[src/rtl/vertex_job_pkg.sv]
// Shared widths and types of the vertex job fetcher.
// A line holds 32 elements of 4 bytes, with slot 0 in the lowest bits.
// request_size assumes real_size is at most vertices_per_line.
`default_nettype none

package vertex_job_pkg;

	localparam int line_bytes        = 128;
	localparam int vertex_bytes      = 4;
	localparam int vertices_per_line = line_bytes / vertex_bytes;

	typedef logic [63:0]   addr_t;
	typedef logic [31:0]   vertex_word_t;
	typedef logic [31:0]   vertex_count_t;
	typedef logic [1023:0] line_t;

	typedef enum logic {
		inv_out_degree,
		inv_edges_idx
	} array_sel_t;

	typedef struct packed {
		addr_t      address;
		array_sel_t array;
		logic [5:0] real_size;
		logic [7:0] size_bytes;
	} read_cmd_t;

	typedef struct packed {
		vertex_count_t id;
		vertex_word_t  inverse_out_degree;
		vertex_word_t  inverse_edges_idx;
	} vertex_job_t;

	// bytes of the chunk, rounded up to a power of two, at least 4
	function automatic logic [7:0] request_size(input logic [5:0] real_size);
		logic [8:0] bytes;
		logic [7:0] size;
		bytes = 9'(real_size) * 9'(vertex_bytes);
		size  = 8'd4;
		for (int i = 0; i < 5; i++) begin
			if ({1'b0, size} < bytes)
				size = size << 1;
		end
		return size;
	endfunction

endpackage

`default_nettype wire

[src/rtl/job_queue.sv]
// First-word-fall-through queue on a register array.
// The head shows the oldest entry; a push appears there one cycle later.
// A push when full or a pop when empty is dropped without notice.
// depth must be at least 2.
`timescale 1ns/100ps
`default_nettype none

module job_queue #(
	parameter type payload_t = logic [31:0],
	parameter int  depth     = 16
) (
	input  wire logic                          clock,
	input  wire logic                          rstn,
	input  wire logic                          push,
	input  wire payload_t                      push_data,
	input  wire logic                          pop,
	output payload_t                           head,
	output logic                               not_empty,
	output vertex_job_pkg::vertex_count_t      free_count
);

	localparam int ptr_w   = $clog2(depth);
	localparam int count_w = $clog2(depth + 1);

	payload_t           mem [depth];
	logic [ptr_w-1:0]   rd_ptr;
	logic [ptr_w-1:0]   wr_ptr;
	logic [count_w-1:0] count;
	logic               do_push;
	logic               do_pop;

	assign do_push    = push && (count != count_w'(depth));
	assign do_pop     = pop && (count != '0);
	assign not_empty  = (count != '0);
	assign head       = mem[rd_ptr];
	assign free_count = vertex_job_pkg::vertex_count_t'(depth)
		- vertex_job_pkg::vertex_count_t'(count);

	// storage
	always_ff @(posedge clock) begin
		if (do_push)
			mem[wr_ptr] <= push_data;
	end

	// pointers wrap at depth, which need not be a power of two
	always_ff @(posedge clock or negedge rstn) begin
		if (!rstn) begin
			rd_ptr <= '0;
			wr_ptr <= '0;
			count  <= '0;
		end else begin
			if (do_push)
				wr_ptr <= (wr_ptr == ptr_w'(depth - 1)) ? '0 : wr_ptr + 1'b1;
			if (do_pop)
				rd_ptr <= (rd_ptr == ptr_w'(depth - 1)) ? '0 : rd_ptr + 1'b1;
			if (do_push && !do_pop)
				count <= count + 1'b1;
			else if (do_pop && !do_push)
				count <= count - 1'b1;
		end
	end

endmodule

`default_nettype wire

[config.mk]
export PLATFORM = sky130hd
export DESIGN_NAME = job_queue
export DESIGN_NICKNAME = d
export VERILOG_FILES = /design/src/rtl/vertex_job_pkg.sv /design/src/rtl/job_queue.sv
export SDC_FILE = /design/constraint.sdc
export NUM_CORES = 1
export LEC_CHECK = 0
export BUFFER_PORTS_ARGS = -buffer_cell sky130_fd_sc_hd__buf_2
export CAP_MARGIN = 20
export CORE_MARGIN = 2
export CORE_UTILIZATION = 50
export CTS_CLUSTER_SIZE = 30
export DETAILED_ROUTE_END_ITERATION = 8
export GPL_TIMING_DRIVEN = 0
export PLACE_DENSITY = 0.74
export SYNTH_ARGS = -nofsm -noshare
export SYNTH_HDL_FRONTEND = slang
export SYNTH_SLANG_ARGS = --single-unit
[constraint.sdc]
create_clock -name clock -period 5.2 [get_ports clock]
set_input_delay 0.26 -clock clock [delete_from_list [all_inputs] [get_ports clock]]
set_output_delay 0.26 -clock clock [all_outputs]
set_load 0.1 [all_outputs]
# [After elaboration in Yosys (flattened, before gate mapping)]
# Memories as Yosys holds them, arrays and structs flattened.
# Index checks and enable logic that the tools add are counted.
[totals] regBits=13 latch_bits=0 ram_bits=512 rom_bits=0 input_bits=36 elab_cells=26 n_memories=1
[classes] n_addsub=5 n_mul=0 div=0 order_cmp=0 n_eq_ne=3 shift=0 mux=6 bitwise_logic=0 n_reduce_logical=8
[memory_table] memory="mem" words=16 width=32 read_ports=1 rd_ports_with_merged_regs=0 write_ports=1 line="job_queue.sv:25" rtl="payload_t mem [depth];"
[ops] op="$mux 5" count=2
[ops] op="$add 4x1->4 const B" count=2
[ops] op="$eq 4x4->1 const B" count=2
[ops] op="$mux 4" count=2
[ops] op="$sub 5x5->6 const A" count=1
[ops] op="$add 5x1->5 const B" count=1
[ops] op="$ne 5x5->1 const B" count=1
[ops] op="$reduce_bool 5->1" count=1
[ops] op="$sub 5x1->5 const B" count=1
[ops] op="$logic_and 1x1->1" count=4
[ops] op="$logic_not 1->1" count=2
[ops] op="$mux 1" count=2
[ops] op="$reduce_bool 2->1" count=1

# [Longest topological paths before layout]
[logic_depth] word_depth=6 mapped_depth=13

# [Worst setup path before layout]
# OpenSTA, ideal clock, no wires.
[synth_timing] path_type="register to register" start="register count[0]" end="memory mem[0][0] in the netlist's numbering, enable pin" setup_time_ps=461 t_arrival_ps=3780 required_ps=4739 slack_ps=959 path_stages_with_launch=9 n_path_buf=1 period_less_slack_ps=4241 path_cell_list="dfrtp_1 inv_1 ha_1 nor3b_1 ha_1 nor2b_1 buf_1 nand2_1 nor3_1"
[synth_via] elab_chain_len=4
[synth_lines] element="start, declared" line="job_queue.sv:28" rtl="logic [count_w-1:0] count;"
[synth_lines] element="start signal, assigned" line="job_queue.sv:57" rtl="count <= count + 1'b1;"
[synth_lines] element="start signal, assigned" line="job_queue.sv:59" rtl="count <= count - 1'b1;"
[synth_lines] element="$ne 5x5->1" line="job_queue.sv:32" rtl="assign do_push = push && (count != count_w'(depth));"
[synth_lines] element="$logic_and 1x1->1" line="job_queue.sv:32"
[synth_lines] element="via do_push" line="job_queue.sv:29" rtl="logic do_push;"
[synth_lines] element="$mux 1" line="job_queue.sv:41" rtl="if (do_push)"
[synth_lines] element="$mux 1 (not written as such)" line="job_queue.sv:42" rtl="mem[wr_ptr] <= push_data;"
[synth_lines] element="end, declared" line="job_queue.sv:25"
# The timed path passes the listed nets, and every way through them passes these cells.

==> results.tsv <==
stage	metric	value	unit
run_status	status	finished clean	
global_routing	antenna_found_initial	2	
placed_design	placed_cells	1679	
clock_tree	cts_tree	built	
worst_setup_path	worstPathArrival	3.34	ns
detailed_routing	detail_route.wl_per_cell	25.3	um
logic_synthesis	synthCells	1021	
worst_setup_path	crit_type	flop to output pin	
global_routing	gr-usage-met1	29.7	%
clock_tree	numClockSinks	525	
sta	slew_viol_final	0	
hold_path	min_to	mem[13][30]$_DFFE_PP_	
hold_path	holdPathStages	1	
run	maxCapViolations	0	
final_layout	stdcell_count	1774	
final_layout	stdcell_area	24100	um2
clock_tree	cts_max_level	2	
floorplan	die-area	43200	um2
clock_tree	cts_resized	0	
floorplan	ios	101	
floorplan	core_area	40900	um2
global_routing	grt_first_pass_wirelength	67300	um
global_routing	grt_max_degree	28	
sta	period_share	69.3	%
sta	slew_headroom	32.1	%
worst_setup_path	ff2ff_setup_slack	1.70	ns
final_layout	layout.nets	1250	
placed_design	gp_congestion	0.758	
sta	worst_hold_slack	0.0612	ns
worst_setup_path	r2r_end	mem[1][6]$_DFFE_PP_	
logic_synthesis	yosys_warnings	0	
final_layout	final_common_cell	edfxtp_1	
global_routing	grt_busiest_layer	met2	
worst_setup_path	end_kind	output pin	
global_routing	grt_overflow	0	
clock_tree	clkTransAtPathRegs	0.06	ns
placed_design	hpwlAfterDp	28400	um
final_layout	layout_common_cells	512 x edfxtp_1, 114 x buf_2, 96 x mux4_2	
global_routing	grt_use_met2	33.5	%
worst_setup_path	rr_worst_depth	10	
global_routing	use_met3	3.74	%
clock_tree	clkLatencyLatePin	0.57	ns
logic_synthesis	postSynthAreaPerCell	20.3	um2
floorplan	dieWidth	208	um
hold_path	min_from	push_data[30]	
detailed_routing	dr.pass1.iters	7	
detailed_routing	num_vias	10500	
floorplan	die_h	208	um
logic_synthesis	ys_seq_elements	525	
clock_tree	clock_path_buffers	3	
sta	max_freq	278	MHz
clock_tree	cts_buffers	50	
sta	skew	0.0151	ns
floorplan	start_util	50.8	%
logic_synthesis	syn-num-nets	1070	
placed_design	dpl_cell_area	22500	um2
logic_synthesis	synth_cell_types	31	
worst_setup_path	path_max_fanout	10	
detailed_routing	drtAntennaViolNets	0	
sta	finalHoldViolCount	0	
sta	period_needed	3.60	ns
final_layout	area_growth_syn_to_layout	15.9	%
detailed_routing	routed_wl	44800	um
floorplan	rows	74	
logic_synthesis	yosysSeqAreaShare	75.6	%
sta	setup_viol	0	
worst_setup_path	critPathRequiredTime	4.94	ns
clock_tree	clockRootBuffer	clkbuf_16	
detailed_routing	drc	0	
final_layout	drive_gt1_share	34.8	%
global_routing	grt_usage	20.9	%
final_layout	antenna_cells	0	
sta	tightest_slew	1.01	ns
global_routing	grt_pass1_vias	10900	
worst_setup_path	rr_startpoint	count[0]$_DFFE_PN0P_	
hold_path	hp-class	input pin to flop	
detailed_routing	vias_per_cell	5.93	
detailed_routing	drt_iter0_drc	1117	
placed_design	numPortBuffers	100	
worst_setup_path	start_kind	flop	
logic_synthesis	syn_area	20800	um2
sta	rsz0062_at_grt	false	
[worst max-delay path: stages, from the launching register on]
cell	delay [ns]
dfrtp_1	0.36
buf_4	0.22
buf_2	0.28
buf_2	0.37
buf_2	0.44
mux4_2	0.39
a221o_1	0.37
buf_2	0.32
[stage by stage]
| stage | setup WS, ns | util (%) | TNS [ns] |
|---|---|---|---|
| global route | 1.42 | 58.8 | 0 |
| finish | 1.60 | 58.8 | 0 |
| floorplan | 0.959 | - | 0 |
| detailed placement | 1.54 | 54.9 | 0 |
| global placement | -1.83 | 53.6 | -221.85 |
| CTS | 1.51 | 58.8 | 0 |
[worst max-delay path by stage]
stage / from / to / depth (start not counted) / slack (ns)
2_1_floorplan: count[0]$_DFFE_PN0P_ / mem[0][0]$_DFFE_PP_ / 8 / 0.96
3_5_place_dp: count[0]$_DFFE_PN0P_ / mem[0][6]$_DFFE_PP_ / 10 / 1.54
4_1_cts: count[0]$_DFFE_PN0P_ / mem[0][11]$_DFFE_PP_ / 10 / 1.51
6_report: rd_ptr[1]$_DFFE_PN0P_ / head[20] / 7 / 1.60
5_1_grt: count[0]$_DFFE_PN0P_ / mem[1][14]$_DFFE_PP_ / 10 / 1.42
3_3_place_gp: count[0]$_DFFE_PN0P_ / mem[1][8]$_DFFE_PP_ / 8 / -1.83
[flip-flops by register name, indices dropped and copies added (netlist names)]
register and flops:
count 5, wr_ptr 4, mem 512, rd_ptr 4
[routing by layer]
| layer | vias up | part of all wire (%) |
|---|---|---|
| met5 | - | 0.069 |
| met4 | 4 | 2.8 |
| met3 | 90 | 7.6 |
| met2 | 467 | 48 |
| met1 | 5444 | 41 |
| li1 | 4508 | - |
[cell type report]
type | instances | area [um2]
Tap cell | 532 | 666
Inverter | 43 | 161
Timing Repair Buffer | 128 | 950
Fill cell | 2919 | 16800
Clock buffer | 62 | 1320
Clock inverter | 31 | 255
Multi-Input combinational cell | 373 | 4510
Sequential cell | 525 | 15700
Buffer | 80 | 513
[what timing repair did]
item,in CTS,in global routing
hold buffers,1,0
setup buffers,0,0
hold endpoints to repair,13,0
[cell usage after synthesis]
master / count / area, um2
edfxtp_1: 512 / 15400
mux4_2: 96 / 2160
mux2_2: 64 / 721
inv_1: 43 / 161
nor2b_1: 34 / 213
a221o_1: 32 / 320
buf_4: 32 / 240
o221ai_1: 32 / 280
o21ai_0: 24 / 120
clkbuf_1: 22 / 82.6
nand2_1: 15 / 56.3
nor2_1: 15 / 56.3
o21ai_1: 15 / 75.1
buf_2: 14 / 70.1
dfrtp_1: 13 / 325
ha_1: 12 / 150
buf_6: 10 / 113
nor3_1: 6 / 30.0
xnor2_1: 6 / 52.6
a21o_1: 4 / 30.0
a21oi_1: 4 / 20.0
nand2b_1: 3 / 18.8
nand3_1: 3 / 15.0
buf_1: 2 / 7.51
xor2_1: 2 / 17.5
a22o_1: 1 / 8.76
a311oi_1: 1 / 8.76
fa_1: 1 / 20.0
mux2i_1: 1 / 10.0
nand4_1: 1 / 6.26
nor3b_1: 1 / 7.51
[kinds of logic (layout without fill, tap and decap cells)]
| family | after synthesis | after routing | synth area share [%] |
|---|---|---|---|
| flip-flops | 525 | 525 | 75.6 |
| buffers and inverters | 123 | 344 | 3.25 |
| AND/OR/NAND/NOR | 78 | 78 | 1.94 |
| AO/OA/AOI/OAI | 113 | 113 | 4.16 |
| XOR/XNOR | 8 | 8 | 0.337 |
| adder cells (fa/ha/maj) | 13 | 13 | 0.819 |
| multiplexers | 161 | 161 | 13.9 |
Power is left out: the tool's default activity adds up to more than one toggle a clock period on the data nets, which glitch-free logic cannot reach.
