--- config.mk ---
export PLATFORM = sky130hd
export DESIGN_NAME = vertex_line_unpack
export DESIGN_NICKNAME = d
export VERILOG_FILES = /design/src/rtl/vertex_job_pkg.sv /design/src/rtl/vertex_line_unpack.sv
export SDC_FILE = /design/constraint.sdc
export NUM_CORES = 2
export LEC_CHECK = 0
export BUFFER_PORTS_ARGS = -buffer_cell sky130_fd_sc_hd__buf_2
export CAP_MARGIN = 20
export CORE_ASPECT_RATIO = 0.7
export CORE_MARGIN = 2
export CORE_UTILIZATION = 25
export CTS_CLUSTER_DIAMETER = 50
export DETAILED_ROUTE_END_ITERATION = 8
export PLACE_DENSITY = 0.4
export SETUP_SLACK_MARGIN = 0.3
export SLEW_MARGIN = 0
export SYNTH_ARGS = -nofsm -noshare
export SYNTH_HDL_FRONTEND = slang
export SYNTH_SLANG_ARGS = --single-unit
--- constraint.sdc ---
create_clock -name clock -period 4.3 [get_ports clock]
set_input_delay 0.645 -clock clock [delete_from_list [all_inputs] [get_ports clock]]
set_output_delay 0.645 -clock clock [all_outputs]
set_load 0.1 [all_outputs]
--- src/rtl/vertex_job_pkg.sv ---
// Shared widths and types of the vertex job fetcher.
// A line holds 32 elements of 4 bytes, with slot 0 in the lowest bits.
// request_size assumes real_size is at most vertices_per_line.
`default_nettype none

package vertex_job_pkg;

	localparam int line_bytes        = 128;
	localparam int vertex_bytes      = 4;
	localparam int vertices_per_line = line_bytes / vertex_bytes;

	typedef logic [63:0]   addr_t;
	typedef logic [31:0]   vertex_word_t;
	typedef logic [31:0]   vertex_count_t;
	typedef logic [1023:0] line_t;

	typedef enum logic {
		inv_out_degree,
		inv_edges_idx
	} array_sel_t;

	typedef struct packed {
		addr_t      address;
		array_sel_t array;
		logic [5:0] real_size;
		logic [7:0] size_bytes;
	} read_cmd_t;

	typedef struct packed {
		vertex_count_t id;
		vertex_word_t  inverse_out_degree;
		vertex_word_t  inverse_edges_idx;
	} vertex_job_t;

	// bytes of the chunk, rounded up to a power of two, at least 4
	function automatic logic [7:0] request_size(input logic [5:0] real_size);
		logic [8:0] bytes;
		logic [7:0] size;
		bytes = 9'(real_size) * 9'(vertex_bytes);
		size  = 8'd4;
		for (int i = 0; i < 5; i++) begin
			if ({1'b0, size} < bytes)
				size = size << 1;
		end
		return size;
	endfunction

endpackage

`default_nettype wire

--- src/rtl/vertex_line_unpack.sv ---
// Line capture and vertex shifter.
// Data for an array must come no later than its response.
// Both lines move down one slot per shift_en cycle; slot 0 forms the job.
`timescale 1ns/100ps
`default_nettype none

module vertex_line_unpack (
	input  wire logic                          clock,
	input  wire logic                          rstn,
	input  wire logic                          start,
	input  wire vertex_job_pkg::vertex_count_t id_base,
	input  wire logic                          read_data_valid,
	input  wire vertex_job_pkg::array_sel_t    read_data_array,
	input  wire vertex_job_pkg::line_t         read_data_line,
	input  wire logic                          read_response_valid,
	input  wire vertex_job_pkg::array_sel_t    read_response_array,
	input  wire logic                          clear_ready,
	input  wire logic                          shift_en,
	output logic                               line_pair_ready,
	output logic                               job_push,
	output vertex_job_pkg::vertex_job_t        job_data
);

	localparam int word_w = $bits(vertex_job_pkg::vertex_word_t);

	vertex_job_pkg::line_t         degree_line;
	vertex_job_pkg::line_t         idx_line;
	logic                          degree_arrived;
	logic                          idx_arrived;
	vertex_job_pkg::vertex_count_t next_id;

	//////////////////////////////
	// line registers
	//////////////////////////////

	always_ff @(posedge clock) begin
		if (read_data_valid) begin
			if (read_data_array == vertex_job_pkg::inv_out_degree)
				degree_line <= read_data_line;
			else
				idx_line <= read_data_line;
		end else if (shift_en) begin
			degree_line <= degree_line >> word_w;
			idx_line    <= idx_line >> word_w;
		end
	end

	// arrival flags, cleared when the pair is taken
	always_ff @(posedge clock or negedge rstn) begin
		if (!rstn) begin
			degree_arrived <= 1'b0;
			idx_arrived    <= 1'b0;
		end else begin
			if (clear_ready) begin
				degree_arrived <= 1'b0;
				idx_arrived    <= 1'b0;
			end
			if (read_response_valid) begin
				if (read_response_array == vertex_job_pkg::inv_out_degree)
					degree_arrived <= 1'b1;
				else
					idx_arrived <= 1'b1;
			end
		end
	end

	assign line_pair_ready = degree_arrived && idx_arrived;

	//////////////////////////////
	// job forming
	//////////////////////////////

	always_ff @(posedge clock or negedge rstn) begin
		if (!rstn)
			next_id <= '0;
		else if (start)
			next_id <= id_base;
		else if (shift_en)
			next_id <= next_id + 1'b1;
	end

	assign job_push = shift_en;

	always_comb begin
		job_data.id                 = next_id;
		job_data.inverse_out_degree = degree_line[word_w-1:0];
		job_data.inverse_edges_idx  = idx_line[word_w-1:0];
	end

endmodule

`default_nettype wire

# After elaboration in Yosys (flattened, before gate mapping)
# Cells that the tools add are included.
# op_classes
eq_ne	2
reduce_logical	5
addsub	1
muxes	14
# ops
op	n
2-to-1 mux 1024 bit	6
2-to-1 mux 32 bit	2
adder 32 x 1 -> 32 bit (second input constant)	1
2-to-1 mux 1 bit	6
AND reduction 2 bit	2
nonzero test 2 bit	2
!= test 2 x 1 -> 1 bit (second input constant)	1
!= test 2 bit (second input constant)	1
logical AND 1 bit	1
# word_totals
elab_cells	27
out_inout_bits	98
register_bits	2082
input_bits	1065

# Depth between registers and ports, before layout
# depth
ltp_word	3
depth_mapped	8
depth_no_buf	5

# Worst setup path after synthesis
# OpenSTA, ideal clock, no wires.
# synth_path
path_kind	in2reg
from	input port read_data_valid
to	register degree_line[0], enable pin
n_path_buf	5
path_stages	7
t_arrival_ns	50.856
required_time_ns	1.528
slack_ns	-49.328
path_cell_list	clkbuf_1 -> buf_2 -> buf_2 -> clkbuf_1 -> clkbuf_1 -> nor2_1 -> a21oi_1
# synth_via
elab_chain_cells	2
elab_cells_between_ends	3
# synth_rtl
element	line_no	rtl
start: declaration	vertex_line_unpack.sv:12	input wire logic read_data_valid,
!= test 2 bit (no source line) / nonzero test 2 bit (equally long branches)	-	
AND reduction 2 bit (no source line) *	-	
end signal: assignment	vertex_line_unpack.sv:39	degree_line <= read_data_line;
end signal: assignment	vertex_line_unpack.sv:43	degree_line <= degree_line >> word_w;
end: declaration	vertex_line_unpack.sv:26	vertex_job_pkg::line_t degree_line;
# Mark *: on every way between the ends. The rest lies on a longest branch, timed or not.
# A chain may end at the register's enable or synchronous reset.

# Worst setup path in the final report
# layout_path
from	register next_id[0]
to	register next_id[28]
# layout_via
elab_chain_cells	3
# layout_rtl
element	line_no	rtl
start: declaration	vertex_line_unpack.sv:30	vertex_job_pkg::vertex_count_t next_id;
start signal: assignment	vertex_line_unpack.sv:77	next_id <= id_base;
start signal: assignment	vertex_line_unpack.sv:79	next_id <= next_id + 1'b1;
adder 32 x 1 -> 32 bit	vertex_line_unpack.sv:79	
2-to-1 mux 32 bit	vertex_line_unpack.sv:78	else if (shift_en)
2-to-1 mux 32 bit	vertex_line_unpack.sv:76	else if (start)
# Every way passes these cells. The select of a mux whose other input is x is not followed.

==> results.py <==
metrics = {
    "yosys": {
        "synth_fa_ha_area_frac": 0.000145,
        "synthMuxAreaShare": 0.000246,
        "seq_area_frac_synth": 0.720,
        "synth_xor_area_frac": 0.00132,
        "ys_ff_latch": 2082,
        "synth_edf_count": 2048,
        "synthCells": 7667,
        "synth_warnings": 0,
        "syn_area_mm2": 0.0866,
        "synth_simple_gate_area_frac": 0.0519,
        "async_reset_ff_frac": 0.0163,
        "synth_ff_type": "edfxtp_1",
        "synth_fp_nets": 8733,
        "synth_cell_types": 34,
        "synth_top_family_by_area": "compound AO/OA/AOI/OAI gates",
        "synth_area_per_cell_um2": 11.3,
        "synth_compound_area_frac": 0.118,
    },
    "global_route": {
        "track_usage": 0.162,
        "grt_max_degree": 246,
        "antenna_found_initial": 139,
        "grt_first_pass_wirelength_um": 408000,
        "grt-ovfl-total": 0,
        "grt_pass1_vias": 57600,
    },
    "power_and_ir_drop": {
        "vdd_drop_max_v": 0.000403,
        "p_comb_frac": 0.097,
        "internal-power_mw": 38.5,
        "p_leak_nw": 46.2,
        "pwr-share-seq": 0.493,
        "clock_power_share": 0.410,
        "p_sw_frac": 0.251,
        "p_sw_mw": 12.9,
        "power_mw": 51.5,
        "power_density_mw_per_mm2": 476,
    },
    "clock_network": {
        "clock_latency_ns": 0.90,
        "clk_pin_slew_ns": 0.06,
        "cts_num_sinks": 2082,
        "htreeDepth": 4,
        "cts_tree": "built",
        "cts_buffers": 241,
        "cts_buffer_depth": 4,
        "post_cts_buffers": 0,
        "root_buffer": "clkbuf_16",
    },
    "run_status": {
        "status": "completed",
    },
    "die": {
        "rows": 180,
        "die_h_um": 496,
        "die_area_mm2": 0.351,
        "io_pins": 1163,
        "initial_core_util": 0.252,
        "fp.coreArea_mm2": 0.344,
        "die_w_um": 707,
    },
    "final_layout": {
        "nets": 10100,
        "layout_commonest_cell": "edfxtp_1",
        "num-fill-cells": 35500,
        "drive_gt1_frac": 0.174,
        "mostFrequentLayoutCells": "2048 x edfxtp_1, 2006 x o21ai_0, 1989 x inv_1, 1161 x buf_2, 1017 x nand2_1",
        "area_delta_synth_final_pct": 25.0,
        "layout.cells.non_filler": 13800,
    },
    "critical_path": {
        "crit_top_cell": "or4_1",
        "cp_num_buf_inv": 0,
        "critical_path.max_fanout": 8,
        "arrival_ns": 3.35,
        "critPathMaxStageDelay_ns": 0.73,
        "end_kind": "register",
        "critPathKind": "register to register",
        "cp.required_ns": 5.09,
        "worst_path_max_delay_cell": "or4_1",
        "crit_family": "simple AND/OR/NAND/NOR gates",
        "start_kind": "register",
        "crit_chain": "ha_1 -> nand4_1 -> or4_1 -> or4_1 -> a31oi_1",
    },
    "placement": {
        "globalplace.congestion": 0.860,
        "port-buffer-count": 1162,
        "post-place-ws_ns": 1.05,
        "place_inst": 13000,
        "dpl.hpwl_um": 221000,
    },
    "timing": {
        "worst_pin_slew_ns": 1.02,
        "fin_crit_ns": 2.56,
        "setup_tns_ns": 0,
        "rsz0062_at_grt": "no",
        "hold_viol_final": 0,
        "fin_crit_sh": 0.596,
        "fin_skew_ns": 0.0864,
        "max_freq_mhz": 390,
        "setup_ws_ns": 1.74,
        "slew_viol_final": 0,
        "setup_violations": 0,
        "slew_headroom": 0.323,
    },
    "drt": {
        "wl_per_cell_um": 21.3,
        "drt_iter0_drc": 4808,
        "detail-route-antenna-nets": 0,
        "wirelength_um": 294000,
        "dr.pass1.iters": 6,
        "num_vias": 57300,
        "drcViolationCount": 0,
        "viasPerCell": 4.14,
    },
    "flow_run": {
        "max-cap-violations": 0,
    },
    "worst_hold_path": {
        "min_path_type": "input pin to register",
    },
}
## worst min-delay path: stages
cell and delay [ns]:
buf_2 0.08, nand2_1 0.05, o21ai_0 0.07
## state kept, by name, summed over array words and instances (netlist names)
register and flops:
degree_arrived 1, degree_line 1024, idx_arrived 1, idx_line 1024
next_id 32
## cells in the mapped netlist (6+ instances only)
cell	instances	area (µm²)
buf_1	12	45.0
buf_4	66	495
xor2_1	8	70.1
o31ai_1	11	82.6
clkbuf_1	295	1110
a31oi_1	17	106
nand3_1	13	65.1
nand4_1	13	81.3
edfxtp_1	2048	61500
dfrtp_1	34	851
o21ai_0	2006	10000
or3_1	6	37.5
nand2_1	1017	3820
inv_1	1989	7470
buf_2	39	195
or4_1	14	105
and2_1	33	206
nor2_1	19	71.3
## layout make-up
type / instances / area (µm²) / area share
diodes: 53 / 133 / 0.00123
clock buffers: 296 / 6340 / 0.0586
clock inverters: 145 / 1680 / 0.0155
inverters: 1990 / 7470 / 0.0690
multi-input cells: 3183 / 14900 / 0.138
flip-flops and latches: 2082 / 62300 / 0.576
well taps: 4550 / 5690 / 0.0526
repair buffers: 1518 / 9650 / 0.0892
## power by group through the flow
stage	registers (mW)	logic (mW)	clock network, mW
after global placement	25.8	4.90	0
after global routing	25.6	5.59	22.4
after detailed placement	25.8	4.92	0
after floorplan	26.5	2.56	0
final	25.4	4.99	21.1
after CTS	25.4	5.15	21.7
## through the flow
step	area [µm²]	hold WS, ns	util
after global routing	108000	0.0302	0.314
after CTS	108000	0.0000314	0.314
after detailed placement	97300	0.525	0.283
after global placement	97300	0.508	0.283
after floorplan	86600	0.349	-
final	108000	0.0834	0.315
## path summary, 6_finish.rpt
kind | startpoint | endpoint | slack, ns | cells past startpoint
max | next_id[0] | next_id[28] | 1.74 | 5
min | read_data_line[171] | degree_line[171] | 0.08 | 3
max reg2reg | next_id[0] | next_id[28] | 1.74 | 5
min reg2reg | idx_line[864] | idx_line[832] | 0.51 | 2
max in group asynchronous | rstn | next_id[22] | 3.31 | 2
min in group asynchronous | rstn | next_id[30] | 0.44 | 2
## what timing repair did
action,CTS,global route
gates resized for setup,0,0
endpoints found under the hold margin,463,0
setup endpoints to repair,0,0
hold buffers,274,0
## per-layer routing
metal  global-route usage  up-vias  routed length (µm)
met1                0.198    27100              119000
met4               0.0698       24               12600
met5                    0        -                 148
li1                     -    28000                   -
met3               0.0293      534               16400
met2                0.280     1615              146000
## kinds of logic (layout without fill, tap and decap cells)
family	Yosys count	after routing
compound gates	2038	2038
mux	2	2
flops	2082	2082
other cells	0	53
xor+xnor	13	13
simple gates	1129	1129
fa+ha+maj	1	1
buf+inv	2402	3949
Note: power is estimated with default switching activity, not from simulation.
