<file path="src/rtl/vertex_job_pkg.sv">
// Shared widths and types of the vertex job fetcher.
// A line holds 32 elements of 4 bytes, with slot 0 in the lowest bits.
// request_size assumes real_size is at most vertices_per_line.
`default_nettype none

package vertex_job_pkg;

	localparam int line_bytes        = 128;
	localparam int vertex_bytes      = 4;
	localparam int vertices_per_line = line_bytes / vertex_bytes;

	typedef logic [63:0]   addr_t;
	typedef logic [31:0]   vertex_word_t;
	typedef logic [31:0]   vertex_count_t;
	typedef logic [1023:0] line_t;

	typedef enum logic {
		inv_out_degree,
		inv_edges_idx
	} array_sel_t;

	typedef struct packed {
		addr_t      address;
		array_sel_t array;
		logic [5:0] real_size;
		logic [7:0] size_bytes;
	} read_cmd_t;

	typedef struct packed {
		vertex_count_t id;
		vertex_word_t  inverse_out_degree;
		vertex_word_t  inverse_edges_idx;
	} vertex_job_t;

	// bytes of the chunk, rounded up to a power of two, at least 4
	function automatic logic [7:0] request_size(input logic [5:0] real_size);
		logic [8:0] bytes;
		logic [7:0] size;
		bytes = 9'(real_size) * 9'(vertex_bytes);
		size  = 8'd4;
		for (int i = 0; i < 5; i++) begin
			if ({1'b0, size} < bytes)
				size = size << 1;
		end
		return size;
	endfunction

endpackage

`default_nettype wire

</file>
<file path="src/rtl/read_command_gen.sv">
// Remaining-vertex counter and read command builder.
// The command shows the degree array except while push_idx_cmd is high.
// A new chunk is settled one cycle after step_chunk.
`timescale 1ns/100ps
`default_nettype none

module read_command_gen (
	input  wire logic                          clock,
	input  wire logic                          rstn,
	input  wire logic                          load_count,
	input  wire logic                          step_chunk,
	input  wire logic                          push_idx_cmd,
	input  wire vertex_job_pkg::vertex_count_t num_vertices,
	input  wire vertex_job_pkg::addr_t         out_degree_base,
	input  wire vertex_job_pkg::addr_t         edges_idx_base,
	output logic                               remaining_zero,
	output vertex_job_pkg::vertex_count_t      chunk_size,
	output vertex_job_pkg::read_cmd_t          command
);

	vertex_job_pkg::addr_t         degree_base;
	vertex_job_pkg::addr_t         idx_base;
	vertex_job_pkg::addr_t         line_offset;
	vertex_job_pkg::vertex_count_t remaining;
	logic [5:0]                    chunk_real;
	logic [7:0]                    chunk_bytes;
	logic [5:0]                    step_real;

	// a full line, or whatever is left
	assign step_real = (remaining > vertex_job_pkg::vertex_count_t'(
		vertex_job_pkg::vertices_per_line))
		? 6'(vertex_job_pkg::vertices_per_line) : remaining[5:0];

	assign remaining_zero = (remaining == '0);
	assign chunk_size     = vertex_job_pkg::vertex_count_t'(chunk_real);

	always_ff @(posedge clock or negedge rstn) begin
		if (!rstn) begin
			remaining   <= '0;
			line_offset <= '0;
		end else if (load_count) begin
			remaining   <= num_vertices;
			line_offset <= '0;
		end else begin
			if (step_chunk)
				remaining <= remaining - vertex_job_pkg::vertex_count_t'(step_real);
			// next line once both arrays of this chunk are queued
			if (push_idx_cmd)
				line_offset <= line_offset
					+ vertex_job_pkg::addr_t'(vertex_job_pkg::line_bytes);
		end
	end

	always_ff @(posedge clock) begin
		if (load_count) begin
			degree_base <= out_degree_base;
			idx_base    <= edges_idx_base;
		end
		if (step_chunk) begin
			chunk_real  <= step_real;
			chunk_bytes <= vertex_job_pkg::request_size(step_real);
		end
	end

	always_comb begin
		command.address    = (push_idx_cmd ? idx_base : degree_base) + line_offset;
		command.array      = push_idx_cmd ? vertex_job_pkg::inv_edges_idx
			: vertex_job_pkg::inv_out_degree;
		command.real_size  = chunk_real;
		command.size_bytes = chunk_bytes;
	end

endmodule

`default_nettype wire

</file>
<file path="config.mk">
export PLATFORM = sky130hd
export DESIGN_NAME = read_command_gen
export DESIGN_NICKNAME = d
export VERILOG_FILES = /design/src/rtl/vertex_job_pkg.sv /design/src/rtl/read_command_gen.sv
export SDC_FILE = /design/constraint.sdc
export NUM_CORES = 1
export LEC_CHECK = 0
export BUFFER_PORTS_ARGS = -buffer_cell sky130_fd_sc_hd__buf_2
export CAP_MARGIN = 20
export CORE_MARGIN = 3
export CORE_UTILIZATION = 56
export CTS_CLUSTER_SIZE = 14
export DETAILED_ROUTE_END_ITERATION = 12
export HOLD_SLACK_MARGIN = 0.02
export PLACE_DENSITY = 0.9
export SLEW_MARGIN = 20
export SYNTH_ARGS = -nofsm -noshare
export SYNTH_HDL_FRONTEND = slang
export SYNTH_SLANG_ARGS = --single-unit
</file>
<file path="constraint.sdc">
create_clock -name clock -period 8 [get_ports clock]
set_input_delay 1.6 -clock clock [delete_from_list [all_inputs] [get_ports clock]]
set_output_delay 1.6 -clock clock [all_outputs]
set_load 0.005 [all_outputs]
</file>
Yosys cells after proc, flatten, opt, wreduce, memory -nomap -nowiden --
Cells that the tools add are included.
Operators by class: $add $sub $neg 3, magnitude comparators 6, multiplexer cells 16, reductions and logical operators 3
Operator list (count):
- 2-to-1 mux 64 bit | 3
- adder 64 bit | 1
- adder 64 x 8 -> 64 bit, second input constant | 1
- 2-to-1 mux 32 bit | 2
- 2-to-1 mux 8 bit | 8
- > comparator 32 x 6 -> 1 bit, second input constant | 1
- logical NOT 32 bit | 1
- less-than comparator 8 bit | 4
- subtractor 32 x 6 -> 32 bit | 1
- less-than comparator 3 x 8 -> 1 bit, first input constant | 1
- 2-to-1 mux 6 bit | 1
- 2-to-1 mux 4 bit | 1
- nonzero test 2 bit | 2
- 2-to-1 mux 1 bit | 1
Word-level totals: register bits after elaboration 238, input bits 165, output and inout port bits 112, word-level logic and storage cells 35

Logic depth before layout (Yosys ltp) --
Gate-level depths: netlist (run 1).
depth after elaboration 16, depth in mapped cells 29, mapped depth without buffers 28

Least setup slack after synthesis (run 1) --
OpenSTA, ideal clock, no wires.
path type input-to-output, start point input port push_idx_cmd, end point output port command[77] (netlist bit), data arrival time 5184 ps, required time 6400 ps, setup slack 1216 ps, cell stages on the path 15, buffers on the path 4, path through buf_2 -> buf_1 -> clkbuf_1 -> mux2_2 -> ha_1 -> clkbuf_1 -> a21o_1 -> o21ba_2 -> o21ai_0 -> a221oi_1 -> o31ai_1 -> a31o_2 -> a2111oi_0 -> o31ai_1 -> xor2_1
RTL lines:
- start, declared | line read_command_gen.sv:12 | input wire logic push_idx_cmd,
- end, declared | line read_command_gen.sv:18 | output vertex_job_pkg::read_cmd_t command

==> reports/qor.csv, run 1 <==
metric;value;unit
max_slew_margin;36.9;%
worst-setup-path-type;input port to primary output;
postCtsSetupBuffers;0;
leakage;7.04;nW
dp_hpwl;24.4;mm
die_w;162;microns
hp-class;flip-flop to flip-flop;
cts_buffers;26;
r2r.worst_path.cells;28;
ys_ff_latch;229;
worstSetupStartpointType;input port;
skew;14.6;ps
grt_pass1_wl;53.6;mm
core-area;23700;sq um
fill_cells;1798;
fin_crit_sh;90.4;%
pin_count;277;
total_power;2.94;mW
synth_xor_xnor_area_share;8.10;%
r2r_setup_slack;1140;ps
insertion_delay;530;ps
htree_levels;1;
status;completed;
io_buffers;248;
async_flop_share;38.9;%
cp_max_fo;33;
vdd_drop_max;0.000174;V
drt_iter0_markers;816;
power_density;185;nW/um^2
avgSynthCellArea;10.5;sq um
avgViaCountPerCell;5.83;
synth-edff-count;140;
r2r_start;remaining[12];
synth_top_family_by_area;simple AND/OR/NAND/NOR gates;
cts_resized;0;
area_delta_synth_final;16.5;%
clock-sinks;229;
drv_cap;0;
final.setup.tns;0;ps
drv_slew;0;
wirelength;33.2;mm
crit_arrival;5640;ps
netlist_instances;1299;
grt_usage;24.7;%
layout.cells.most_common_list;buf_2, edfxtp_1, nand2_1;
dp_slack;840;ps
drive_gt1_share;24.3;%
drc;0;
grt_pass1_vias;10700;
cts-hold-fix-buffers;0;
synth-simple-area-share;14.7;%
initial_core_util;57.5;%
setup_viol;0;
layout_commonest_cell;buf_2;
synth_area;13600;sq um
final_net_count;1760;
dp_cells;1817;
synthFlopType;edfxtp_1;
crit_path_start;push_idx_cmd;
period_needed;7240;ps
muxShareOfSynthArea;5.93;%
r2r_end;chunk_bytes[6];
worstSetupEndpointType;primary output;
fmaxAchievable;0.138;GHz
vias;10900;
clk_pin_slew;60;ps
fp-row-count;56;
ys_warn_count;0;
layout.area.seq;6430;sq um
clk_path_buf_depth;3;
synth_cell_types;71;
firstDrtPassIters;5;
hold_ws;560;ps
antenna_found_initial;8;
cts_tree;yes;
worst_slew_pin_slew;938;ps
final_antenna_net_count;0;
grt-ovfl-total;0;
hold_viol;0;
instances_no_fill;1873;
die_area;26200;sq um
cts-root-buf;clkbuf_16;
seq_area_frac_synth;47.2;%
cp.required;6400;ps
rsz0062_at_grt;false;
die_height;162;microns
synth_compound_gate_area_share;13.8;%
grt_start_max_net_pins;124;
wl_per_cell;17.7;microns
setup_ws;765;ps
multi_input_area;6760;sq um
worstSetupEndpoint;command[77];
synth_fa_ha_area_share;6.34;%
gp_congestion;0.971;
-- worst max-delay path, stage by stage --
cell	delay, ps
buf_4	370
buf_4	370
mux2_2	390
ha_1	370
a21o_1	210
a21o_1	190
a21oi_1	230
o211ai_1	180
a221o_1	390
a31o_2	270
a2111oi_0	390
buf_4	180
o31ai_1	80
xor2_1	220
buf_2	170
-- per-stage QoR --
step / area, sq um / util [%]
6_report: 15900 / 67.0
5_1_grt: 15900 / 67.0
4_1_cts: 15800 / 66.9
3_5_place_dp: 15000 / 63.3
3_3_place_gp: 15000 / 63.3
2_1_floorplan: 13700 / -
-- cells by family (layout without fill, tap and decap cells) --
| logic type | Yosys count | in the layout |
|---|---|---|
| AOI/OAI and AO/OA | 296 | 296 |
| muxes | 73 | 73 |
| DFF | 229 | 229 |
| xor gates and xnor gates | 126 | 126 |
| other | 2 | 38 |
| buffers and inverters | 107 | 326 |
| adders and majority gates | 69 | 69 |
| and+or+nand+nor | 397 | 397 |
-- routing by layer --
layer  track usage [%]  part of all wire [%]  vias to the layer above
li1                  -                     -                     5196
met1              32.4                    41                     5160
met2              40.9                    48                      474
met3              4.49                   7.5                       95
met4              9.97                   3.8                        0
met5                 0                     0                        -
-- worst min-delay path by stage --
stage / startpoint / endpoint / slack [ps] / cells after the start
2_1_floorplan: remaining[31] / remaining[31] / 510 / 2
3_3_place_gp: remaining[31] / remaining[31] / 530 / 2
3_5_place_dp: remaining[31] / remaining[31] / 550 / 2
4_1_cts: remaining[31] / remaining[31] / 550 / 2
5_1_grt: remaining[31] / remaining[31] / 570 / 2
6_report: remaining[31] / remaining[31] / 560 / 2
-- cell type report --
cell class | count | area share (%)
clock buffer | 38 | 4.71
sequential | 229 | 40.5
tap | 319 | 2.52
multi-input combinational | 991 | 42.6
timing repair buffer | 255 | 8.26
inverter | 23 | 0.544
clock inverter | 10 | 0.733
antenna | 8 | 0.126
-- registers in the layout, summed over array words and instances (netlist names) --
name         count
chunk_bytes      6
chunk_real       6
idx_base        64
remaining       32
line_offset     57
degree_base     64
-- Yosys cell counts, drive strengths merged (10+ instances only) --
cell type  number  area share (%)
dfrtp          89              16
or3            21            0.96
nand3          37             1.4
xor2           57             3.7
o21a           16            0.88
a21o           40             2.2
buf            40             2.1
nand2b         10            0.46
clkbuf         44             1.2
nand4          35             1.7
inv            23            0.63
o21ai          85             3.1
and4           10            0.64
nor2           94             2.6
nand2         105             2.9
and3           14            0.64
edfxtp        140              31
a31oi          13            0.64
nor3           25            0.92
ha             69             6.3
mux2i          11            0.81
a21oi          82             3.0
and2           11            0.51
xnor2          69             4.4
nor2b          11            0.51
mux2           62             5.1
-- report_power, final --
group | switching [mW] | total (mW) | internal [mW]
Sequential | 0.0384 | 1.38 | 1.34
Clock | 0.472 | 1.19 | 0.715
Combinational | 0.211 | 0.377 | 0.166
Power figures use the tool's default switching activity.
==> run 2: changes to the inputs <==
Settings changed: GPL_TIMING_DRIVEN set to 0, SLEW_MARGIN 20 to 25.
==> run 2 against run 1 <==
Critical path depth rose by 2. Sequential share of layout area fell by 1.1 points. Flip-flop and latch count did not move. Hold slack got worse by 1.2 ps. Critical endpoint is now command[60].
==> reports/qor.csv, run 2 (synthesis gave the netlist of run 1 again) <==
metric;value;unit;change
die_area;26200;sq um;unchanged
drc;0;;unchanged
cts-root-buf;clkbuf_16;;
r2r_start;remaining[12];;
htree_levels;1;;unchanged
period_needed;7680;ps;+445 ps
grt-ovfl-total;0;;unchanged
pin_count;277;;unchanged
worstSetupEndpointType;primary output;;
insertion_delay;530;ps;about the same
min_to;remaining[31];;
vias;11200;;+2.2%
drive_gt1_share;25.6;%;+1.3 points
worst-setup-path-type;input port to primary output;;
worstSetupStartpointType;input port;;
drt_iter0_markers;901;;+10%
setup_viol;0;;unchanged
pwr-share-seq;45.9;%;-0.9 points
use_met2;42.4;%;+1.5 points
layout.cells.most_common_list;buf_2, edfxtp_1, nand2_1;;
fp-row-count;56;;unchanged
grt_use_met3;4.36;%;-0.13 points
vdd_drop_max;0.000183;V;+5.7%
worst_slew_pin_slew;851;ps;-87.5 ps
skew;16.3;ps;+1.71 ps
clk_path_buf_depth;3;;unchanged
grt_pass1_wl;54.1;mm;+0.95%
layout_commonest_cell;buf_2;;
top_regs;degree_base (64), idx_base (64), line_offset (57);;
crit_arrival;6080;ps;+440 ps
intPower;2.25;mW;+1.3%
power_density;183;nW/um^2;-1.4%
wl_per_cell;17.4;microns;-1.7%
wirelength;33.9;mm;+2.2%
busiest_layer;met2;;
r2r.worst_path.cells;29;;+3.6%
final_util;68.9;%;+1.9 points
grt_pass1_vias;11100;;+3.3%
firstDrtPassIters;5;;unchanged
clk_pin_slew;60;ps;about the same
avgViaCountPerCell;5.74;;-1.7%
clock-sinks;229;;unchanged
r2r_setup_slack;1300;ps;+160 ps
dp_hpwl;25.7;mm;+5.2%
fill_cells;1797;;-0.056%
hold_viol;0;;unchanged
p_sw;0.735;mW;+1.8%
total_power;2.98;mW;+1.4%
die_w;162;microns;unchanged
place_area;15400;sq um;+3.0%
hold_depth;2;;unchanged
p_sw_share;24.7;%;+0.097 points
p_clk_share;40.5;%;about the same
initial_core_util;57.5;%;unchanged
final_net_count;1839;;+4.5%
final_antenna_net_count;0;;unchanged
cp.required;6400;ps;about the same
grt_usage;25.1;%;+0.35 points
leakage;7.30;nW;+3.7%
hp-start;remaining[31];;
grt_start_max_net_pins;81;;-35%
cts_tree;yes;;
final_area;16300;sq um;+2.9%
r2r_end;chunk_bytes[6];;
core-area;23700;sq um;unchanged
fin_crit_sh;96.0;%;+5.6 points
layout.area.seq;6430;sq um;unchanged
cp_max_fo;10;;-70%
drv_cap;0;;unchanged
fmaxAchievable;0.130;GHz;-5.8%
power.share.combinational;13.7;%;+0.9 points
status;completed;;
rsz0062_at_grt;false;;
multi_input_area;6770;sq um;+0.17%
io_buffers;248;;unchanged
die_height;162;microns;unchanged
antenna_found_initial;2;;-6
max_slew_margin;42.8;%;+5.9 points
cts_buffers;26;;unchanged
hp-class;flip-flop to flip-flop;;
gp_congestion;0.901;;-7.1%
use_met1;32.8;%;+0.42 points
drv_slew;0;;unchanged
area_delta_synth_final;19.8;%;
## run 2: layer usage
layer / routed length [microns] / up-vias
li1: - / 5337
met2: 16400 / 453
met5: 0 / -
met1: 13900 / 5297
met4: 1080 / 0
met3: 2560 / 76
## run 2: final cells by class
type,count,share of cell area (%)
Sequential cell,229,39.4
Clock inverter,15,0.943
Inverter,23,0.529
Clock buffer,33,4.40
Tap cell,319,2.45
Buffer,84,2.81
Timing Repair Buffer,250,7.97
Antenna cell,2,0.0307
Multi-Input combinational cell,991,41.5
## run 2: how the worst max path moves through the flow
stage	startpoint	end	cells after the start
after global routing	push_idx_cmd	command[60]	17
after detailed placement	push_idx_cmd	command[77]	17
final	push_idx_cmd	command[60]	17
after floorplan	push_idx_cmd	command[77]	15
after CTS	push_idx_cmd	command[77]	17
after global placement	push_idx_cmd	command[77]	17
## run 2: power by group through the flow
| stage | sequential [mW] | clock (mW) | combinational [mW] |
|---|---|---|---|
| after global placement | 1.39 | 0 | 0.388 |
| after floorplan | 1.38 | 0 | 0.238 |
| after CTS | 1.37 | 1.23 | 0.406 |
| after detailed placement | 1.39 | 0 | 0.402 |
| final | 1.37 | 1.21 | 0.407 |
| after global routing | 1.37 | 1.27 | 0.450 |
## run 2: worst max-delay path, stage by stage
cell,delay (ps)
buf_2,140
buf_2,260
buf_2,400
clkbuf_2,350
mux2_2,370
ha_1,260
clkbuf_1,210
a21oi_1,360
o21bai_1,100
a21o_1,210
a311oi_1,410
a211oi_1,150
o21ai_0,350
a21oi_1,200
mux2i_1,150
a2111oi_0,360
buf_2,190
## run 2: timing repair
| action | CTS | global route |
|---|---|---|
| setup endpoints to repair | 21 | 15 |
| buffers inserted | 0 | 0 |
| hold buffers | 0 | 0 |
| resized for setup | 5 | 11 |
## run 2: metrics by stage
step	setup WS [ps]	TNS [ps]	hold slack (ps)	cells
after CTS	3.64	0	561	1944
final	320	0	559	1946
after floorplan	1220	0	514	1327
after global placement	-394	-2470	534	1894
after detailed placement	-375	-3080	554	1896
after global routing	15.4	0	612	1946
==> run 3: changes to the inputs <==
Settings changed: CORE_UTILIZATION 56 to 60, PLACE_DENSITY 0.9 to 0.95.
Clock period 8 ns to 9.9 ns, I/O delays scaled along.
==> run 3 against run 2 <==
Combinational power fell by 18%. Wire length grew 2.4%. Global-route usage is 2.3 points higher. Sequential power fell by 19%. Via count increased by 2.3%. Clock power is 24% lower. Hold slack better by 31 ps. Clock skew is 4.5 ps higher. Flip-flop and latch count did not move.
==> reports/qor.csv, run 3 (synthesis gave the netlist of run 1 again) <==
metric;value;unit;change
drc;0;;unchanged
r2r_start;remaining[12];;
wirelength;34.7;mm;+2.4%
worstSetupEndpointType;primary output;;
layout.cells.most_common_list;buf_2, edfxtp_1, nand2_1;;
cp.required;7920;ps;+1520 ps
fmaxAchievable;0.109;GHz;
pin_count;277;;unchanged
fin_crit_sh;92.8;%;
worst_slew_pin_slew;1050;ps;+196 ps
path_cells;buf_2 -> buf_2 -> buf_1 -> clkbuf_1 -> mux2_2 -> ha_1 -> clkbuf_1 -> a2111oi_0 -> o21ai_0 -> a41o_1 -> a21oi_1 -> nand3_1 -> a21oi_1 -> o21ai_0 -> a31oi_1 -> xnor2_1 -> buf_2;;
hp-class;flip-flop to flip-flop;;
initial_core_util;61.6;%;+4.1 points
drt_iter0_markers;1000;;+11%
postCtsSetupBuffers;0;;unchanged
die_w;157;microns;-3.3%
final.setup.tns;0;ps;unchanged
grt_pass1_wl;55.0;mm;+1.6%
cp_top_family;buffers and inverters;;
top_regs;degree_base (64), idx_base (64), line_offset (57);;
power_density;146;nW/um^2;-20%
core-area;22100;sq um;-6.7%
r2r.worst_path.cells;28;;-3.4%
area_delta_synth_final;19.0;%;
cts_tree;yes;;
clk_pin_slew;60;ps;about the same
vdd_drop_max;0.000218;V;+19%
cts-root-buf;clkbuf_16;;
grt-ovfl-total;0;;unchanged
antenna_found_initial;0;;-2
cp_num_buf_inv;6;;unchanged
leakage;7.24;nW;-0.72%
r2r_end;chunk_bytes[5];;
setup_ws;712;ps;+392 ps
vias;11400;;+2.3%
max_slew_margin;30.2;%;-13 points
drv_cap;0;;unchanged
avgViaCountPerCell;6.00;;+4.6%
fill_cells;1513;;-16%
insertion_delay;540;ps;about the same
firstDrtPassIters;5;;unchanged
worstSetupStartpointType;input port;;
final_antenna_net_count;0;;unchanged
io_buffers;248;;unchanged
final_net_count;1838;;-0.054%
grt_pass1_vias;11200;;+1.2%
gp_congestion;0.906;;+0.51%
clock-sinks;229;;unchanged
hold_viol;0;;unchanged
cts-hold-fix-buffers;0;;unchanged
hp-start;remaining[31];;
cts_buffers;25;;-3.8%
crit_path_top_delay_cell;buf_1;;
layout_commonest_cell;buf_2;;
die_area;24500;sq um;-6.4%
r2r_setup_slack;2970;ps;+1670 ps
dp_hpwl;26.0;mm;+1.2%
rsz0062_at_grt;false;;
drive_gt1_share;25.0;%;-0.65 points
crit_arrival;7210;ps;+1130 ps
period_needed;9190;ps;
dp_slack;773;ps;+1150 ps
setup_viol;0;;unchanged
htree_levels;1;;unchanged
status;completed;;
cpPeakStageDelay;810;ps;+400 ps
skew;20.8;ps;+4.55 ps
wl_per_cell;18.2;microns;+4.6%
hold_depth;2;;unchanged
fp-row-count;54;;-3.6%
cp_max_fo;11;;+1
drv_slew;0;;unchanged
grt_usage;27.4;%;+2.3 points
crit_top_cell;buf_2;;
cts_resized;0;;-5
clk_path_buf_depth;3;;unchanged
die_height;157;microns;-3.3%
grt_start_max_net_pins;82;;+1.2%
min_to;remaining[31];;
final_util;73.3;%;+4.4 points
worst-setup-path-type;input port to primary output;;
run 3: tightest hold or removal path: stages, from the launching register on:
cell and delay [ps]:
dfrtp_1 390, o31ai_1 70, o21ai_0 80
run 3: through the flow:
step	std cells	hold slack [ps]	instance area [sq um]	total power [mW]
floorplan	1327	514	13700	1.31
global placement	1855	533	15300	1.43
detailed placement	1857	572	15400	1.45
CTS	1903	590	16200	2.37
global route	1903	595	16200	2.45
finish	1904	590	16200	2.36
run 3: cell type report:
type                            count  area, sq um  share of cell area [%]
Antenna cell                        1         2.50                  0.0154
Sequential cell                   229         6430                    39.7
Clock buffer                       27          633                    3.91
Inverter                           23         86.3                   0.533
Timing Repair Buffer              250         1310                    8.08
Clock inverter                     19          183                    1.13
Buffer                             84          450                    2.78
Multi-Input combinational cell    991         6760                    41.7
Tap cell                          280          350                    2.16
run 3: worst max path at each step:
| stage | startpoint | to | cells after the start |
|---|---|---|---|
| finish | push_idx_cmd | command[76] | 17 |
| global route | push_idx_cmd | command[76] | 17 |
| CTS | push_idx_cmd | command[73] | 17 |
| detailed placement | push_idx_cmd | command[77] | 17 |
| global placement | push_idx_cmd | command[77] | 15 |
| floorplan | push_idx_cmd | command[77] | 15 |
run 3: routing by layer:
metal / global-route usage, % / wire length, microns / vias to the layer above
met5: 0 / 0 / -
met2: 47.7 / 17000 / 576
met3: 4.81 / 2650 / 97
met4: 8.59 / 1100 / 0
met1: 34.9 / 14000 / 5406
li1: - / - / 5345
run 3: power breakdown:
group / switching [mW] / internal (mW)
sequential: 0.0265 / 1.08
clock: 0.382 / 0.542
combinational: 0.188 / 0.146
